**src/gb_macros.svh**
```systemverilog
`ifndef GB_MACROS_SVH
`define GB_MACROS_SVH

// bus widths
`define GB_ADR_W      16
`define GB_DATA_W     8
`define GB_VRAM_ADR_W 13
`define GB_OAM_ADR_W  8

// last address of the boot ROM overlay
`define GB_BOOTROM_END 16'h00FF

// memory map, upper bound of each region
`define GB_ROM_END  16'h7FFF
`define GB_VRAM_END 16'h9FFF
`define GB_XRAM_END 16'hBFFF
`define GB_WRAM_END 16'hFDFF   // includes echo ram
`define GB_OAM_END  16'hFE9F
`define GB_IO_BASE  16'hFF00

`define GB_INIT_TICKS 16       // power-on delay
`define GB_RST_TICKS  16       // length of assert and of release
`define GB_OPEN_BUS   8'hFF

`endif

```
**src/gb_pkg.sv**
```systemverilog
`default_nettype none
`include "gb_macros.svh"

package gb_pkg;

	typedef enum logic [2:0] {
		region_none,
		region_rom,
		region_vram,
		region_xram,
		region_wram,
		region_oam,
		region_io
	} mem_region_e;

	typedef enum logic [3:0] {
		io_none,
		io_joypad,
		io_serial,
		io_timer,
		io_int_flag,
		io_sound,
		io_ppu,
		io_brom_reg,
		io_hram,
		io_int_ena
	} io_sel_e;

	typedef enum logic [1:0] {
		rst_assert,
		rst_release,
		rst_done
	} rst_state_e;

	// ****************************************
	// bus bundles
	// ****************************************

	typedef struct packed {
		logic [`GB_ADR_W-1:0]  adr;
		logic                  rd;
		logic                  wr;
		logic [`GB_DATA_W-1:0] wdata;
	} cpu_bus_t;

	typedef struct packed {
		logic                     active;
		logic [`GB_ADR_W-1:0]     src_adr;
		logic [`GB_OAM_ADR_W-1:0] oam_adr;
		logic                     rd;
		logic                     wr;
		logic [`GB_DATA_W-1:0]    wdata;
	} dma_bus_t;

	typedef struct packed {
		logic                 need_vram;
		logic                 need_oam;
		logic [`GB_ADR_W-1:0] adr;
		logic                 rd;
	} ppu_req_t;

	typedef struct packed {
		logic [`GB_VRAM_ADR_W-1:0] adr;
		logic                      rd;
		logic                      wr;
		logic [`GB_DATA_W-1:0]     wdata;
	} vram_port_t;

	typedef struct packed {
		logic [`GB_OAM_ADR_W-1:0] adr;
		logic                     rd;
		logic                     wr;
		logic [`GB_DATA_W-1:0]    wdata;
	} oam_port_t;

	typedef struct packed {
		logic [`GB_ADR_W-1:0]  adr;
		logic                  rd;
		logic                  wr;
		logic [`GB_DATA_W-1:0] wdata;
		logic                  data_oe;
		logic                  cs_rom;
		logic                  cs_xram;
		logic                  cs_wram;
	} ext_port_t;

	typedef struct packed {
		logic [`GB_DATA_W-1:0] joy;
		logic [`GB_DATA_W-1:0] sio;
		logic [`GB_DATA_W-1:0] tim;
		logic [`GB_DATA_W-1:0] snd;
		logic [`GB_DATA_W-1:0] ppu;
		logic [`GB_DATA_W-1:0] cpureg;
		logic [`GB_DATA_W-1:0] hram;
		logic [`GB_DATA_W-1:0] brom;
	} periph_rdata_t;

	typedef struct packed {
		logic cpu_vram;
		logic cpu_oam;
		logic dma_vram;
	} vid_grant_t;

	// rom, cartridge ram and wram all live on the external bus
	function automatic logic is_ext_region(mem_region_e r);
		return r == region_rom || r == region_xram || r == region_wram;
	endfunction

endpackage

`default_nettype wire

```
**src/gb_reset_seq.sv**
```systemverilog
`default_nettype none
`include "gb_macros.svh"

module gb_reset_seq (
	input  logic gbclk,
	input  logic rst_n,
	input  logic gb_on,
	input  logic n_crst_in,
	output logic reset_gb,
	output logic n_crst_out
);
	import gb_pkg::*;

	localparam int init_w = $clog2(`GB_INIT_TICKS);
	localparam int tick_w = $clog2(`GB_RST_TICKS);
	localparam logic [init_w-1:0] init_last = init_w'(`GB_INIT_TICKS - 1);
	localparam logic [tick_w-1:0] tick_last = tick_w'(`GB_RST_TICKS - 1);

	logic              gb_on_q;
	logic [init_w-1:0] init_ticks;
	logic [init_w-1:0] init_ticks_d;
	logic              init_done;
	logic              init_done_d;
	rst_state_e        state;
	rst_state_e        state_d;
	logic [tick_w-1:0] ticks;
	logic [tick_w-1:0] ticks_d;

	// ****************************************
	// next state
	// ****************************************

	always_comb begin
		init_ticks_d = init_ticks;
		init_done_d  = init_done;
		state_d      = state;
		ticks_d      = ticks;

		if (!init_done) begin
			init_ticks_d = init_ticks + 1'b1;
			if (init_ticks == init_last)
				init_done_d = 1'b1;
		end

		if (init_done) begin
			case (state)
			rst_assert: begin
				if (ticks == tick_last) begin
					state_d = rst_release;
					ticks_d = '0;
				end else
					ticks_d = ticks + 1'b1;
			end
			rst_release: begin
				if (!n_crst_in)
					ticks_d = '0;   // cartridge still holds reset
				else if (ticks == tick_last)
					state_d = rst_done;
				else
					ticks_d = ticks + 1'b1;
			end
			default: begin
			end
			endcase
		end

		// power switch moved, or cartridge pulls its reset line
		if (gb_on_q != gb_on || (state == rst_done && !n_crst_in)) begin
			state_d = rst_assert;
			ticks_d = '0;
		end
	end

	always_ff @(posedge gbclk or negedge rst_n) begin
		if (!rst_n) begin
			gb_on_q    <= 1'b0;
			init_ticks <= '0;
			init_done  <= 1'b0;
			state      <= rst_assert;
			ticks      <= '0;
		end else begin
			gb_on_q    <= gb_on;
			init_ticks <= init_ticks_d;
			init_done  <= init_done_d;
			state      <= state_d;
			ticks      <= ticks_d;
		end
	end

	assign reset_gb   = !(state == rst_done && gb_on);
	assign n_crst_out = init_done && gb_on && state != rst_assert;

endmodule

`default_nettype wire

```
**src/gb_memmap.sv**
```systemverilog
`default_nettype none
`include "gb_macros.svh"

module gb_memmap (
	input  logic [`GB_ADR_W-1:0] adr,
	output gb_pkg::mem_region_e  region
);
	import gb_pkg::*;

	always_comb begin
		if (adr <= `GB_ROM_END)
			region = region_rom;
		else if (adr <= `GB_VRAM_END)
			region = region_vram;
		else if (adr <= `GB_XRAM_END)
			region = region_xram;
		else if (adr <= `GB_WRAM_END)
			region = region_wram;   // echo area maps onto wram
		else if (adr <= `GB_OAM_END)
			region = region_oam;
		else if (adr >= `GB_IO_BASE)
			region = region_io;
		else
			region = region_none;   // fea0..feff unused
	end

endmodule

`default_nettype wire

```
**src/gb_ioregs.sv**
```systemverilog
`default_nettype none
`include "gb_macros.svh"

module gb_ioregs (
	input  logic                gbclk,
	input  logic                rst_n,
	input  gb_pkg::cpu_bus_t    cpu,
	input  gb_pkg::mem_region_e cpu_region,
	output gb_pkg::io_sel_e     io_sel,
	output logic                brom_sel,
	output logic                hide_bootrom
);
	import gb_pkg::*;

	// ff00 page, low byte only
	always_comb begin
		io_sel = io_none;
		if (cpu_region == region_io) begin
			case (cpu.adr[7:0]) inside
			8'h00:         io_sel = io_joypad;
			[8'h01:8'h02]: io_sel = io_serial;
			[8'h04:8'h07]: io_sel = io_timer;
			8'h0F:         io_sel = io_int_flag;
			[8'h10:8'h3F]: io_sel = io_sound;   // incl. wave ram
			[8'h40:8'h4B]: io_sel = io_ppu;
			8'h50:         io_sel = io_brom_reg;
			[8'h80:8'hFE]: io_sel = io_hram;
			8'hFF:         io_sel = io_int_ena;
			default:       io_sel = io_none;
			endcase
		end
	end

	// any nonzero write to ff50 unmaps the boot rom for good
	always_ff @(posedge gbclk or negedge rst_n) begin
		if (!rst_n)
			hide_bootrom <= 1'b0;
		else if (cpu.wr && io_sel == io_brom_reg && cpu.wdata != '0)
			hide_bootrom <= 1'b1;
	end

	assign brom_sel = !hide_bootrom && cpu.adr <= `GB_BOOTROM_END;

endmodule

`default_nettype wire

```
**src/gb_vid_arbiter.sv**
```systemverilog
`default_nettype none
`include "gb_macros.svh"

module gb_vid_arbiter (
	input  gb_pkg::cpu_bus_t    cpu,
	input  gb_pkg::dma_bus_t    dma,
	input  gb_pkg::ppu_req_t    ppu,
	input  gb_pkg::mem_region_e cpu_region,
	input  gb_pkg::mem_region_e dma_region_raw,
	output gb_pkg::vram_port_t  vram,
	output gb_pkg::oam_port_t   oam,
	output gb_pkg::vid_grant_t  grant
);
	import gb_pkg::*;

	logic dma_vram;

	assign dma_vram = dma.active && dma_region_raw == region_vram;

	// ****************************************
	// vram: ppu, then dma source, then cpu
	// ****************************************

	always_comb begin
		vram           = '0;
		grant.dma_vram = 1'b0;
		grant.cpu_vram = 1'b0;

		if (ppu.need_vram) begin
			vram.adr = ppu.adr[`GB_VRAM_ADR_W-1:0];
			vram.rd  = ppu.rd;
		end else if (dma_vram) begin
			vram.adr       = dma.src_adr[`GB_VRAM_ADR_W-1:0];
			vram.rd        = dma.rd;
			grant.dma_vram = 1'b1;
		end else if (cpu_region == region_vram) begin
			vram.adr       = cpu.adr[`GB_VRAM_ADR_W-1:0];
			vram.rd        = cpu.rd;
			vram.wr        = cpu.wr;
			vram.wdata     = cpu.wdata;
			grant.cpu_vram = 1'b1;
		end
	end

	// ****************************************
	// oam: ppu, then dma target, then cpu
	// ****************************************

	always_comb begin
		oam           = '0;
		grant.cpu_oam = 1'b0;

		if (ppu.need_oam) begin
			oam.adr = ppu.adr[`GB_OAM_ADR_W-1:0];
			oam.rd  = ppu.rd;
		end else if (dma.active) begin
			oam.adr   = dma.oam_adr;   // cpu is locked out for the whole transfer
			oam.wr    = dma.wr;
			oam.wdata = dma.wdata;
		end else if (cpu_region == region_oam) begin
			oam.adr       = cpu.adr[`GB_OAM_ADR_W-1:0];
			oam.rd        = cpu.rd;
			oam.wr        = cpu.wr;
			oam.wdata     = cpu.wdata;
			grant.cpu_oam = 1'b1;
		end
	end

endmodule

`default_nettype wire

```
**src/gb_ext_bus.sv**
```systemverilog
`default_nettype none

module gb_ext_bus (
	input  logic                gbclk,
	input  logic                rst_n,
	input  gb_pkg::cpu_bus_t    cpu,
	input  gb_pkg::dma_bus_t    dma,
	input  gb_pkg::mem_region_e cpu_region,
	input  gb_pkg::mem_region_e dma_region_raw,
	output gb_pkg::ext_port_t   ext,
	output logic                cpu_ext_grant
);
	import gb_pkg::*;

	mem_region_e dma_region;
	logic        dma_own;
	logic        ext_wr;
	logic        wr_q;

	assign dma_region    = dma.active ? dma_region_raw : region_none;
	assign dma_own       = is_ext_region(dma_region);
	assign cpu_ext_grant = is_ext_region(cpu_region) && !dma_own;
	assign ext_wr        = dma_own ? 1'b0 : cpu.wr;   // dma only reads here

	// keep driving the data lines one cycle past the write
	always_ff @(posedge gbclk or negedge rst_n) begin
		if (!rst_n)
			wr_q <= 1'b0;
		else
			wr_q <= ext_wr;
	end

	always_comb begin
		ext.adr     = dma_own ? dma.src_adr : cpu.adr;
		ext.rd      = dma_own ? dma.rd : cpu.rd;
		ext.wr      = ext_wr;
		ext.wdata   = cpu.wdata;
		ext.data_oe = ext_wr || wr_q;
		ext.cs_rom  = cpu_region == region_rom || dma_region == region_rom;
		ext.cs_xram = cpu_region == region_xram || dma_region == region_xram;
		ext.cs_wram = cpu_region == region_wram || dma_region == region_wram;
	end

endmodule

`default_nettype wire

```
**src/gb_rdata_mux.sv**
```systemverilog
`default_nettype none
`include "gb_macros.svh"

module gb_rdata_mux (
	input  gb_pkg::mem_region_e   cpu_region,
	input  gb_pkg::mem_region_e   dma_region_raw,
	input  logic                  dma_active,
	input  gb_pkg::io_sel_e       io_sel,
	input  logic                  brom_sel,
	input  gb_pkg::vid_grant_t    grant,
	input  logic                  cpu_ext_grant,
	input  gb_pkg::periph_rdata_t periph,
	input  logic [`GB_DATA_W-1:0] vram_rdata,
	input  logic [`GB_DATA_W-1:0] oam_rdata,
	input  logic [`GB_DATA_W-1:0] ext_rdata,
	output logic [`GB_DATA_W-1:0] cpu_rdata,
	output logic [`GB_DATA_W-1:0] dma_rdata
);
	import gb_pkg::*;

	logic                  io_hit;
	logic [`GB_DATA_W-1:0] io_rdata;

	assign io_hit = cpu_region == region_io && io_sel != io_none;

	always_comb begin
		case (io_sel)
		io_joypad:               io_rdata = periph.joy;
		io_serial:               io_rdata = periph.sio;
		io_timer:                io_rdata = periph.tim;
		io_sound:                io_rdata = periph.snd;
		io_ppu:                  io_rdata = periph.ppu;
		io_int_flag, io_int_ena: io_rdata = periph.cpureg;   // both live in the cpu
		io_hram:                 io_rdata = periph.hram;
		default:                 io_rdata = `GB_OPEN_BUS;
		endcase
	end

	// ****************************************
	// cpu side
	// ****************************************

	always_comb begin
		if (io_hit)
			cpu_rdata = io_rdata;
		else if (brom_sel)
			cpu_rdata = periph.brom;
		else if (grant.cpu_vram)
			cpu_rdata = vram_rdata;
		else if (grant.cpu_oam)
			cpu_rdata = oam_rdata;
		else if (cpu_ext_grant)
			cpu_rdata = ext_rdata;
		else
			cpu_rdata = `GB_OPEN_BUS;   // lost arbitration or unmapped
	end

	// dma side
	always_comb begin
		if (grant.dma_vram)
			dma_rdata = vram_rdata;
		else if (dma_active && is_ext_region(dma_region_raw))
			dma_rdata = ext_rdata;
		else
			dma_rdata = `GB_OPEN_BUS;
	end

endmodule

`default_nettype wire

```
**src/gb_sysbus.sv**
```systemverilog
`default_nettype none
`include "gb_macros.svh"

module gb_sysbus (
	input  logic                  gbclk,
	input  logic                  rst_n,
	input  logic                  gb_on,
	input  logic                  n_crst_in,
	input  gb_pkg::cpu_bus_t      cpu,
	input  gb_pkg::dma_bus_t      dma,
	input  gb_pkg::ppu_req_t      ppu,
	input  gb_pkg::periph_rdata_t periph,
	input  logic [`GB_DATA_W-1:0] vram_rdata,
	input  logic [`GB_DATA_W-1:0] oam_rdata,
	input  logic [`GB_DATA_W-1:0] ext_rdata,
	output logic                  reset_gb,
	output logic                  n_crst_out,
	output gb_pkg::io_sel_e       io_sel,
	output gb_pkg::vram_port_t    vram,
	output gb_pkg::oam_port_t     oam,
	output gb_pkg::ext_port_t     ext,
	output logic [`GB_DATA_W-1:0] cpu_rdata,
	output logic [`GB_DATA_W-1:0] dma_rdata
);
	import gb_pkg::*;

	mem_region_e cpu_region;
	mem_region_e dma_region_raw;   // not yet qualified by dma.active
	logic        brom_sel;
	vid_grant_t  grant;
	logic        cpu_ext_grant;

	// ****************************************
	// reset and decode
	// ****************************************

	gb_reset_seq rst_seq (
		.gbclk      (gbclk),
		.rst_n      (rst_n),
		.gb_on      (gb_on),
		.n_crst_in  (n_crst_in),
		.reset_gb   (reset_gb),
		.n_crst_out (n_crst_out)
	);

	gb_memmap cpu_map (
		.adr    (cpu.adr),
		.region (cpu_region)
	);

	gb_memmap dma_map (
		.adr    (dma.src_adr),
		.region (dma_region_raw)
	);

	gb_ioregs io_regs (
		.gbclk        (gbclk),
		.rst_n        (rst_n),
		.cpu          (cpu),
		.cpu_region   (cpu_region),
		.io_sel       (io_sel),
		.brom_sel     (brom_sel),
		.hide_bootrom ()
	);

	// ****************************************
	// ports and read data
	// ****************************************

	gb_vid_arbiter vid_arb (
		.cpu            (cpu),
		.dma            (dma),
		.ppu            (ppu),
		.cpu_region     (cpu_region),
		.dma_region_raw (dma_region_raw),
		.vram           (vram),
		.oam            (oam),
		.grant          (grant)
	);

	gb_ext_bus ext_if (
		.gbclk          (gbclk),
		.rst_n          (rst_n),
		.cpu            (cpu),
		.dma            (dma),
		.cpu_region     (cpu_region),
		.dma_region_raw (dma_region_raw),
		.ext            (ext),
		.cpu_ext_grant  (cpu_ext_grant)
	);

	gb_rdata_mux rd_mux (
		.cpu_region     (cpu_region),
		.dma_region_raw (dma_region_raw),
		.dma_active     (dma.active),
		.io_sel         (io_sel),
		.brom_sel       (brom_sel),
		.grant          (grant),
		.cpu_ext_grant  (cpu_ext_grant),
		.periph         (periph),
		.vram_rdata     (vram_rdata),
		.oam_rdata      (oam_rdata),
		.ext_rdata      (ext_rdata),
		.cpu_rdata      (cpu_rdata),
		.dma_rdata      (dma_rdata)
	);

endmodule

`default_nettype wire

```
**config.mk**
```make
export PLATFORM = sky130hd
export DESIGN_NAME = gb_sysbus
export DESIGN_NICKNAME = d
export VERILOG_FILES = /design/src/gb_pkg.sv /design/src/gb_reset_seq.sv /design/src/gb_memmap.sv /design/src/gb_ioregs.sv /design/src/gb_vid_arbiter.sv /design/src/gb_ext_bus.sv /design/src/gb_rdata_mux.sv /design/src/gb_sysbus.sv
export VERILOG_INCLUDE_DIRS = /design/src
export SDC_FILE = /design/constraint.sdc
export NUM_CORES = 1
export LEC_CHECK = 0
export BUFFER_PORTS_ARGS = -buffer_cell sky130_fd_sc_hd__buf_2
export CORE_AREA = 4 4 102 104
export DETAILED_ROUTE_END_ITERATION = 6
export DIE_AREA = 0 0 106 108
export PLACE_DENSITY = 0.71
export SLEW_MARGIN = 20
export SYNTH_ARGS = -nofsm -noshare
export SYNTH_HDL_FRONTEND = slang
export SYNTH_SLANG_ARGS = --single-unit
```
**constraint.sdc**
```tcl
create_clock -name gbclk -period 7.1 [get_ports gbclk]
set_clock_uncertainty 0.15 [all_clocks]
set_input_delay 0.71 -clock gbclk [delete_from_list [all_inputs] [get_ports gbclk]]
set_output_delay 0.71 -clock gbclk [all_outputs]
set_load 0.01 [all_outputs]
```
# [Yosys cells after proc, flatten, opt, wreduce, memory -nomap -nowiden]
# Cells that the tools add are included.
[totals] ff_bits=14 output_inout_bits=93 in_bits=172
[op_classes] n_eq_ne=34 n_reduce_logical=41 magnitude_cmp=23 n_addsub=2 muxes=67
[op_table] op="$le 16x16->1 const B" n=8
[op_table] op="$mux 8" n=8
[op_table] op="$mux 4" n=15
[op_table] op="$pmux 8 s7" n=1
[op_table] op="$mux 9" n=5
[op_table] op="$mux 3" n=13
[op_table] op="$ge 16x16->1 const B" n=2
[op_table] op="$le 16x15->1 const B" n=2
[op_table] op="$mux 14" n=2
[op_table] op="$mux 23" n=1
[op_table] op="$mux 18" n=1
[op_table] op="$eq 4x3->1 const B" n=4
[op_table] op="$eq 4x4->1 const B" n=4
[op_table] op="$le 16x8->1 const B" n=1
[op_table] op="$logic_and 1x1->1" n=16
[op_table] op="$mux 16" n=1
[op_table] op="$eq 3x2->1 const B" n=5
[op_table] op="$eq 3x3->1 const B" n=5
[op_table] op="$mux 1" n=13
[op_table] op="$logic_or 1x1->1" n=11
[op_table] op="$mux 2" n=5
[op_table] op="$eq 3x1->1 const B" n=3
[op_table] op="$add 4x1->4 const B" n=2
[op_table] op="$eq 4x2->1 const B" n=2
[op_table] op="other kinds (32)" n=37

# [Logic depth before layout (Yosys ltp)]
# Gate-level depths: netlist (run 1).
[logic_depth] ltp_word=18 depth_mapped=8

# [Cells and area by module]
# Synthesis (run 1) repeated with hierarchy kept, for this count alone.
[hier_totals] cells_unflattened=449 area_unflattened_um2=3427.0
[by_module_without_submodules] module="gb_rdata_mux" seq_area_each_um2=0.0 area_per_inst_um2=1211.2 instances=1 cells_each=175
[by_module_without_submodules] module="gb_vid_arbiter" seq_area_each_um2=0.0 area_per_inst_um2=725.7 instances=1 cells_each=110
[by_module_without_submodules] module="gb_reset_seq" seq_area_each_um2=300.3 area_per_inst_um2=664.4 instances=1 cells_each=59
[by_module_without_submodules] module="gb_ext_bus" seq_area_each_um2=25.0 area_per_inst_um2=437.9 instances=1 cells_each=45
[by_module_without_submodules] module="gb_ioregs" seq_area_each_um2=25.0 area_per_inst_um2=262.8 instances=1 cells_each=38
[by_module_without_submodules] module="gb_memmap" seq_area_each_um2=0.0 area_per_inst_um2=62.6 instances=2 cells_each=11

# [Worst setup path after synthesis (run 1)]
# Ideal clock, no wire load.
[synth_path] kind="input -> output" from="input port cpu[13] (netlist name)" to="output port cpu_rdata[2]" arrival_time_ns=2.529 required_time_ns=6.240 path_buffers=2 slack_ns=3.711 stages=8 path_cell_list="buf_6 -> or4_4 -> o31ai_4 -> nor2_2 -> buf_4 -> o41ai_1 -> a2111oi_2 -> a31oi_1"
[synth_via] elab_chain_cells=16 elab_cells_between_ends=75 classes_between="order compare: 17; eq/ne: 17; mux: 28; reduce/logical: 13"
[synth_rtl] element="start: declaration" line="gb_sysbus.sv:9" rtl="input gb_pkg::cpu_bus_t cpu,"
[synth_rtl] element="branches (longest 15 deep; another with $ge 16x16->1)"
[synth_rtl] element="$mux 8 *" line="gb_rdata_mux.sv:44" rtl="if (io_hit)"
[synth_rtl] element="end: declaration" line="gb_sysbus.sv:22" rtl="output logic [`GB_DATA_W-1:0] cpu_rdata,"
# Every way passes the cells marked *.

# [Final worst setup path (run 1)]
[layout_path] from="input port cpu[12] (netlist name)" to="output port cpu_rdata[7]"
# The elaborated chain is that of the path after synthesis.

==> summary.md, run 1 <==
| Metric | Value |
|---|---|
| Sequential group share of total power | 23.4% |
| RSZ-0062 raised after global routing | false |
| Max cap viols | 0 |
| Layout cells sized above 1 | 48.8% |
| Met3 wire length | 1.20 mm |
| Starting Density | 33.0% |
| GRT overflow | 0 |
| Slew margin rel. | 31.0% |
| Clock sinks | 14 |
| Die area | 11400 µm² |
| Slew Limit Fails | 0 |
| Core Area | 9550 µm² |
| Met2 WL | 6.97 mm |
| Post-Route WL | 14.1 mm |
| Post-synth EDFFs | 0 |
| Distinct cells, synth | 73 |
| Ys async rst share | 100% |
| Critical R2R Launch | rst_seq.ticks[0]$_DFFE_PN0P_ |
| CP Cell Sequence | buf_2, and3b_1, o32a_1, nor3_2, nor3b_1, nor3_1, a31oi_1, buf_2 |
| Mapped Nets | 604 |
| Pwr/cell area | 81.8 nW/µm² |
| Clk_lat worst skew | 0.24 ns |
| Post-synth top flop | dfrtp_1 |
| Initial antenna violation count | 0 |
| Logic pwr share | 59.2% |
| Placer congestion estimate | 0.881 |
| Avg Vias per Cell | 5.72 |
| Syn. warnings | 0 |
| Clk buf depth | 2 |
| Fill cells | 966 |
| VDD IR-drop max | 0.0738 mV |
| Slowest cell on crit path | nor3_2 |
| Worst path bufs/invs | 2 |
| Crit. End Element | primary output |
| WL/cell | 18.0 µm |
| Fmax | 239 MHz |
| Crit-path most repeated cell | buf_2 |
| Top sig layer | met4 |
| Fin. Hold Viols | 0 |
| Post-synthesis sequential area ratio | 11.1% |
| DRC | 0 |
| Layout Nets | 830 |
| Die height | 108 µm |
| FF+latch count, synth | 14 |
| Cells after Synth | 430 |
| P_sw | 0.149 mW |
| First-pass GRT wire length | 21.2 mm |
| Final setup TNS | 0 ns |
| Clk slew on worst S/H paths | 0.06 ns |
| Min-Delay Path Class | input pin to async pin |
| Die width | 106 µm |
| Final min period | 4.19 ns |
| CP arrival | 3.33 ns |
| Largest net degree at the start of global routing | 40 |
| Drt pass-1 iters | 5 |
| Iteration-0 DRC Markers | 288 |
| Gr usage total | 22.6% |
| WS Path Type | input pin to primary output |
| CP delay by family, top | simple AND/OR/NAND/NOR gates |
| Synthesized cell area | 3150 µm² |
| Avg Synthesized Cell Area | 7.33 µm² |
| Post-DP HPWL | 11.5 mm |
| CTS tree | done |
| Root buf cell | clkbuf_8 |
| PortBufs | 261 |
| Switching Fraction | 40.6% |
| Clk pwr share | 17.3% |
| Critical Path Fanout Max | 13 |
| Ant diodes | 0 |
| Status | finished clean |
| Slew @ Worst Pin | 1.03 ns |
| Pre-CTS WS | 2.89 ns |
| Max incr delay on CP | 0.65 ns |
| Leakage power | 2.25 nW |
| Vias in the first global route | 4310 |
| Final setup violation count | 0 |
| Post_cts resized | 0 |
| CTS buffer count | 3 |
| H-tree depth | 1 |
| Via count | 4502 |
| Source of the critical timing path | cpu[12] |
| I/O pin count | 265 |
| R2r endpoint | rst_seq.ticks[2]$_DFFE_PN0P_ |
| Met1 wire length | 5.71 mm |
| Startpoint types | input pin |
| Setup Fix Bufs, Post-CTS | 0 |
| Reg2Reg Setup Slack | 4.87 ns |
| Std cell rows | 36 |
| Internal power component | 0.218 mW |
| Synthesis-to-layout area growth | 42.4% |
| Tcrit/Tclk final | 59.0% |
| Hold buffer count at CTS | 0 |
| CP required | 6.24 ns |
| Setup WS post-layout | 2.91 ns |
| ANT nets after route | 0 |
| Worst reg-to-reg path cell count | 7 |
## routing by layer
layer	GRT usage (%)	up-vias
li1	-	2120
met1	27.0	2107
met2	41.5	256
met3	3.88	19
met4	6.48	0
met5	0	-
## flip-flops by register name, indices dropped and copies added, names as in the netlist
signal and count:
io_regs.hide_bootrom 1, rst_seq.gb_on_q 1, rst_seq.ticks 4, rst_seq.init_done 1, ext_if.wr_q 1, rst_seq.init_ticks 4, rst_seq.state 2
## final cells by class
| class | count | area [µm²] | area share, % |
|---|---|---|---|
| repair buffers | 266 | 1340 | 29.9 |
| well taps | 133 | 166 | 3.71 |
| inverters | 13 | 48.8 | 1.09 |
| clock buffers | 3 | 41.3 | 0.920 |
| multi-input cells | 358 | 2540 | 56.5 |
| flip-flops and latches | 14 | 350 | 7.81 |
## worst max path at each step
stage	to	cells past startpoint
floorplan	cpu_rdata[2]	8
global placement	cpu_rdata[2]	8
detailed placement	cpu_rdata[7]	8
CTS	cpu_rdata[7]	8
global route	cpu_rdata[5]	8
finish	cpu_rdata[7]	8
## power by group through the flow
| stage | registers, mW | clock network (mW) | logic [mW] |
|---|---|---|---|
| after floorplan | 0.0867 | 0 | 0.112 |
| after global placement | 0.0871 | 0 | 0.213 |
| after detailed placement | 0.0873 | 0 | 0.216 |
| after CTS | 0.0859 | 0.0647 | 0.217 |
| after global routing | 0.0866 | 0.0700 | 0.237 |
| final | 0.0860 | 0.0636 | 0.218 |
## placed cells by master (no fill, tap or decap), types with 4 or more instances in the layout
cell type  Yosys  routed
o22a_1         8       8
nand2_1       63      63
o41ai_1        5       5
a311oi_1       8       8
and3_1         6       6
buf_4         10       5
xnor2_1        4       4
o22ai_1        9       9
a31oi_1       10      10
nand4_1       11      11
nor4_1         9       8
and2_1        12      12
nor3_1        15      15
a2111oi_2      7       7
nor2_1        16      15
inv_1         13      13
buf_2          5     261
nand3b_1       7       7
a22oi_1       21      21
a21oi_1        4       4
a21o_1        10      10
mux2_2        21      21
nand2b_1       5       5
and4_1         9       9
dfrtp_1       14      14
o21ai_0       17      17
nand3_1        7       7
a22o_1        11      11
## metrics by stage
stage | cells | total power, mW | hold slack (ns) | cell area [µm²] | utilization [%]
2_1_floorplan | 430 | 0.199 | 0.264 | 3150 | -
3_3_place_gp | 784 | 0.300 | 0.314 | 4440 | 46.5
3_5_place_dp | 784 | 0.304 | 0.326 | 4440 | 46.5
4_1_cts | 787 | 0.368 | 0.224 | 4490 | 47.0
5_1_grt | 787 | 0.393 | 0.236 | 4490 | 47.0
6_report | 787 | 0.367 | 0.216 | 4490 | 47.0
## worst reg2reg max path, delay by kind of cell (launching register included)
family                   cells  cell delay [ns]
AO/OA/AOI/OAI                2             0.31
adder cells (fa/ha/maj)      1             0.24
flip-flops                   1             0.41
AND/OR/NAND/NOR              4             1.06
## kinds of logic after synthesis
| group | count (synthesis) | synth area share, % |
|---|---|---|
| xor+xnor | 5 | 1.39 |
| simple gates | 188 | 32.8 |
| mux | 23 | 8.30 |
| buf+inv | 58 | 9.49 |
| compound gates | 140 | 36.1 |
| flops | 14 | 11.1 |
| fa+ha+maj | 2 | 0.794 |
## cells in the mapped netlist (all sizes together), types with 8 or more instances
library cell	n	area share, %
nor2	17	2.1
clkbuf	23	2.7
and2	13	2.7
dfrtp	14	11
and4	9	2.5
mux2	22	8.0
buf	22	5.2
a2111oi	8	3.7
inv	13	1.5
a22oi	21	5.0
nand4	11	2.2
o22a	8	2.2
o21ai	19	3.0
nor3	17	3.0
a311oi	8	2.2
a21o	10	2.4
nor4	9	1.8
o22ai	9	1.8
a31oi	10	2.0
a22o	11	3.1
nand2	63	7.5
No activity file was read; power rests on OpenSTA's default activity.
==> run 2: changes to the inputs <==
Settings changed: CORE_AREA 4 4 102 104 to 4 4 100 102, DIE_AREA 0 0 106 108 to 0 0 104 106, PLACE_DENSITY 0.71 to 0.73.
Clock period 7.1 ns to 4.2 ns, I/O delays scaled along.
==> run 2 against run 1 <==
Effect of this change: sequential share of layout area is 0.054 points lower; die area is 3.7% lower; hold slack lost 0.036 ns; non-clock buffer count rose by 6; clock power up 110%; global-route usage up 1.6 points; core utilization up 2.6 points; first-iteration DRC count is 18% lower; sequential power grew 70%; cell area up 0.70%; cell count down 1.9%.
==> summary.md, run 2 (synthesis gave the netlist of run 1 again) <==
| Metric | Value |
|---|---|
| Status | finished clean |
| Post-Route WL | 14.4 mm |
| Pwr/cell area | 145 nW/µm² |
| Slew Limit Fails | 0 |
| WS Path Type | input pin to primary output |
| Clk pwr share | 20.5% |
| Max cap viols | 0 |
| GRT overflow | 0 |
| Hold buffer count at CTS | 1 |
| Core Area | 9110 µm² |
| Final min period | 3.59 ns |
| Fin. Hold Viols | 0 |
| Hold Path Origin | gb_on |
| Final setup violation count | 0 |
| CP delay by family, top | compound AO/OA/AOI/OAI gates |
| Clk_lat worst skew | 0.25 ns |
| CP Cell Sequence | buf_2, nand4_1, o22ai_1, a211oi_4, buf_4, mux2_2, a2111oi_2, a31oi_1, buf_2 |
| Flip-flop and latch area | 350 µm² |
| Worst hold margin | 0.180 ns |
| Synthesis-to-layout area growth | 43.4% |
| Vias in the first global route | 4521 |
| Startpoint types | input pin |
| I/O pin count | 265 |
| Root buf cell | clkbuf_8 |
| Source of the critical timing path | cpu[13] |
| Reg2Reg Setup Slack | 2.00 ns |
| Most frequent cells in the layout | 261 x buf_2, 63 x nand2_1, 21 x a22oi_1, 21 x mux2_2, 17 x o21ai_0 |
| Layout cells sized above 1 | 49.0% |
| Avg Vias per Cell | 5.87 |
| Leakage power | 2.29 nW |
| # placed instances | 767 |
| CP arrival | 3.02 ns |
| Die area | 11000 µm² |
| RSZ-0062 raised after global routing | false |
| DRC | 0 |
| PortBufs | 261 |
| Largest net degree at the start of global routing | 24 |
| Worst path bufs/invs | 3 |
| Post-DP HPWL | 11.6 mm |
| Placer congestion estimate | 0.927 |
| CTS tree | done |
| Design Power | 0.654 mW |
| Iteration-0 DRC Markers | 236 |
| P_sw | 0.261 mW |
| Layout Nets | 836 |
| Crit. End Element | primary output |
| Critical Path Fanout Max | 14 |
| Ant diodes | 0 |
| Final setup TNS | 0 ns |
| Tcrit/Tclk final | 85.4% |
| Top Registers | rst_seq.init_ticks (4), rst_seq.ticks (4), rst_seq.state (2) |
| Placed inst area | 4450 µm² |
| Logic pwr share | 57.2% |
| Slowest cell on crit path | a211oi_4 |
| Fin cells | 772 |
| Clock sinks | 14 |
| ANT nets after route | 0 |
| Clk buf depth | 2 |
| Area occupied by multi-input gates | 2530 µm² |
| Fmax | 279 MHz |
| Min-Delay Path Class | input pin to flip-flop |
| Die width | 104 µm |
| Initial antenna violation count | 0 |
| Max incr delay on CP | 0.58 ns |
| Internal power component | 0.393 mW |
| Most common library cell in the layout ignoring fill and taps | buf_2 |
| Via count | 4529 |
| VDD IR-drop max | 0.131 mV |
| Post_cts resized | 0 |
| Starting Density | 34.6% |
| Gr usage total | 24.1% |
| Critical R2R Launch | rst_seq.ticks[0]$_DFFE_PN0P_ |
| WL/cell | 18.6 µm |
| First-pass GRT wire length | 22.1 mm |
| Drt pass-1 iters | 5 |
| Crit-path most repeated cell | buf_2 |
| Slew margin rel. | 44.3% |
| Clk slew on worst S/H paths | 0.06 ns |
| CP required | 3.63 ns |
| H-tree depth | 1 |
| Fill cells | 918 |
| Die height | 106 µm |
| Switching Fraction | 39.9% |
| Slew @ Worst Pin | 0.835 ns |
| CTS buffer count | 3 |
| Std cell rows | 35 |
| Sequential group share of total power | 22.3% |
| Finished Cell Area | 4520 µm² |
| Setup Fix Bufs, Post-CTS | 0 |
run 2: metal layers:
metal  vias up  wire (µm)  GRT usage, %
met3        31       1280          4.13
li1       2132          -             -
met5         -          0             0
met4         0        364          8.17
met2       274       7300          44.8
met1      2092       5420          28.0
run 2: power groups by stage:
stage | sequential (mW) | combinational, mW | clock [mW]
after global placement | 0.147 | 0.363 | 0
after CTS | 0.145 | 0.373 | 0.135
final | 0.146 | 0.374 | 0.134
after global routing | 0.146 | 0.407 | 0.141
after detailed placement | 0.148 | 0.371 | 0
after floorplan | 0.147 | 0.189 | 0
run 2: metrics by stage:
stage	setup slack (ns)	utilization [%]
after global placement	0.705	48.8
final	0.614	49.6
after detailed placement	0.616	48.9
after global routing	0.312	49.6
after floorplan	1.39	-
after CTS	0.615	49.6
run 2: final timing paths:
kind,cells after the start,end
max reg2reg,7,rst_seq.ticks[2]$_DFFE_PN0P_
max,9,cpu_rdata[5]
min reg2reg,1,rst_seq.init_ticks[3]$_DFFE_PN0N_
min,1,rst_seq.gb_on_q$_DFF_PN0_
min in group asynchronous,2,ext_if.wr_q$_DFF_PN0_
max in group asynchronous,2,rst_seq.ticks[2]$_DFFE_PN0P_
run 2: worst register-to-register path: stages (launching register included):
cell,delay (ns)
dfrtp_1,0.40
ha_1,0.23
and3_1,0.19
a21o_1,0.18
a21oi_1,0.13
nor2_1,0.11
or4b_2,0.65
nand2_1,0.09
run 2: area by class of cell:
cell class	instances	share of cell area, %
Sequential cell	14	7.75
Timing Repair Buffer	272	30.8
Multi-Input combinational cell	358	56.1
Clock buffer	4	1.22
Tap cell	111	3.07
Inverter	13	1.08
==> run 3: changes to the inputs <==
Settings changed: CORE_AREA 4 4 100 102 to 2 2 103 105, DIE_AREA 0 0 104 106 to 0 0 105 107, PLACE_DENSITY 0.73 to 0.67, SLEW_MARGIN 20 to default.
==> run 3 against run 2 <==
Effect of this change: sequential share of layout area is 0.053 points lower; maximum frequency is 3.7% lower; register-to-register slack hardly changed; global-route usage is 0.72 points lower; largest cell class unchanged; via count is 0.46% lower; power is 0.31% lower; clock power hardly changed; sequential power hardly changed; first-iteration DRC count is 48% higher; flip-flop and latch count stayed put; core utilization is 4.5 points lower; hold slack better by 0.0056 ns.
==> summary.md, run 3 (synthesis gave the netlist of run 1 again) <==
| Metric | Value |
|---|---|
| Status | finished clean |
| Std cell rows | 37 |
| Pwr/cell area | 143 nW/µm² |
| Fin. Hold Viols | 0 |
| CTS tree | done |
| Initial antenna violation count | 0 |
| H-tree depth | 1 |
| Most frequent cells in the layout | 261 x buf_2, 63 x nand2_1, 21 x a22oi_1, 21 x mux2_2, 17 x o21ai_0 |
| Starting Density | 31.2% |
| Final setup TNS | 0 ns |
| Layout Nets | 836 |
| Placer congestion estimate | 0.883 |
| Clk_lat worst skew | 0.25 ns |
| GRT overflow | 0 |
| Final setup violation count | 0 |
| Met2 global-route usage | 42.9% |
| Util after Layout | 45.1% |
| Root buf cell | clkbuf_8 |
| CP Cell Sequence | buf_2, o22ai_1, a211oi_4, buf_4, nor3b_1, buf_4, nor3_1, a31oi_1, buf_2 |
| Iteration-0 DRC Markers | 350 |
| CP delay by family, top | compound AO/OA/AOI/OAI gates |
| Hold buffer count at CTS | 1 |
| Met1 Use GR | 28.9% |
| Die area | 11200 µm² |
| Vias in the first global route | 4232 |
| Setup Fix Bufs, Post-CTS | 0 |
| VDD IR-drop max | 0.159 mV |
| Final min period | 3.72 ns |
| ANT nets after route | 0 |
| Fmax | 269 MHz |
| Critical R2R Launch | rst_seq.ticks[0]$_DFFE_PN0P_ |
| I/O pin count | 265 |
| Slew Limit Fails | 0 |
| Post_cts resized | 0 |
| WL/cell | 17.8 µm |
| Hold Path Stages | 1 |
| DRC | 0 |
| Finished Cell Area | 4550 µm² |
| Reg2Reg Setup Slack | 1.99 ns |
| Slowest cell on crit path | a211oi_4 |
| Hold Path Origin | gb_on |
| Slew margin rel. | 41.2% |
| Leakage power | 2.29 nW |
| Core Area | 10100 µm² |
| RSZ-0062 raised after global routing | false |
| Drt pass-1 iters | 5 |
| Worst reg-to-reg path cell count | 7 |
| PortBufs | 261 |
| Crit. path cell count | 9 |
| Startpoint types | input pin |
| Placed inst area | 4490 µm² |
| Setup WS post-layout | 0.476 ns |
| Hold EP | rst_seq.gb_on_q$_DFF_PN0_ |
| Clock sinks | 14 |
| Largest net degree at the start of global routing | 30 |
| Crit. End Element | primary output |
| Clk buf depth | 2 |
| CP required | 3.63 ns |
| Clk slew on worst S/H paths | 0.06 ns |
| Max incr delay on CP | 0.67 ns |
| Ant diodes | 0 |
| Via count | 4508 |
| Min-Delay Path Class | input pin to flip-flop |
| Pre-CTS WS | 0.503 ns |
| Avg Vias per Cell | 5.66 |
| CTS buffer count | 3 |
| Die width | 105 µm |
| R2r endpoint | rst_seq.ticks[2]$_DFFE_PN0P_ |
| CP arrival | 3.15 ns |
| Critical Path Fanout Max | 29 |
| Slew @ Worst Pin | 0.881 ns |
| Met3 Track Usage GR | 3.10% |
| Most common library cell in the layout ignoring fill and taps | buf_2 |
| Tcrit/Tclk final | 88.7% |
| Layout cells sized above 1 | 49.0% |
| Top Registers | rst_seq.init_ticks (4), rst_seq.ticks (4), rst_seq.state (2) |
| Post-DP HPWL | 11.3 mm |
| # placed instances | 792 |
| Die height | 107 µm |
| Busiest grt layer | met2 |
| Post-Route WL | 14.1 mm |
| WS Path Type | input pin to primary output |
| First-pass GRT wire length | 21.3 mm |
| Gr usage total | 23.4% |
| Synthesis-to-layout area growth | 44.4% |
| Fin cells | 797 |
| Worst path bufs/invs | 4 |
| Max cap viols | 0 |
-- run 3: worst max-delay path by stage --
stage               startpoint            to  slack (ns)
floorplan              cpu[13]  cpu_rdata[2]        1.39
global placement       cpu[17]  cpu_rdata[5]        0.59
detailed placement     cpu[17]  cpu_rdata[5]        0.50
CTS                    cpu[17]  cpu_rdata[5]        0.50
global route           cpu[17]  cpu_rdata[0]        0.26
finish                 cpu[17]  cpu_rdata[7]        0.48
-- run 3: layout make-up --
cell class | count | area (µm²)
sequential | 14 | 350
tap | 136 | 170
multi-input combinational | 358 | 2530
fill | 1079 | 5540
clock buffer | 4 | 55.1
timing repair buffer | 272 | 1390
inverter | 13 | 48.8
-- run 3: stage by stage --
stage                     total power, mW  hold slack, ns
after floorplan                     0.336         -0.0256
after global placement              0.512           0.178
after detailed placement            0.518           0.190
after CTS                           0.653           0.180
after global routing                0.695           0.185
final                               0.651           0.185
-- run 3: layer usage --
layer / vias to the layer above / wire length [µm]
met4: 0 / 252
met1: 2110 / 5730
li1: 2130 / -
met3: 20 / 1120
met5: - / 0
met2: 248 / 7050
-- run 3: power by group --
group | total, mW | switching [mW] | leakage [nW] | internal, mW
Combinational | 0.373 | 0.205 | 2.08 | 0.168
Clock | 0.133 | 0.0501 | 0.0288 | 0.0831
Sequential | 0.145 | 0.00449 | 0.184 | 0.141
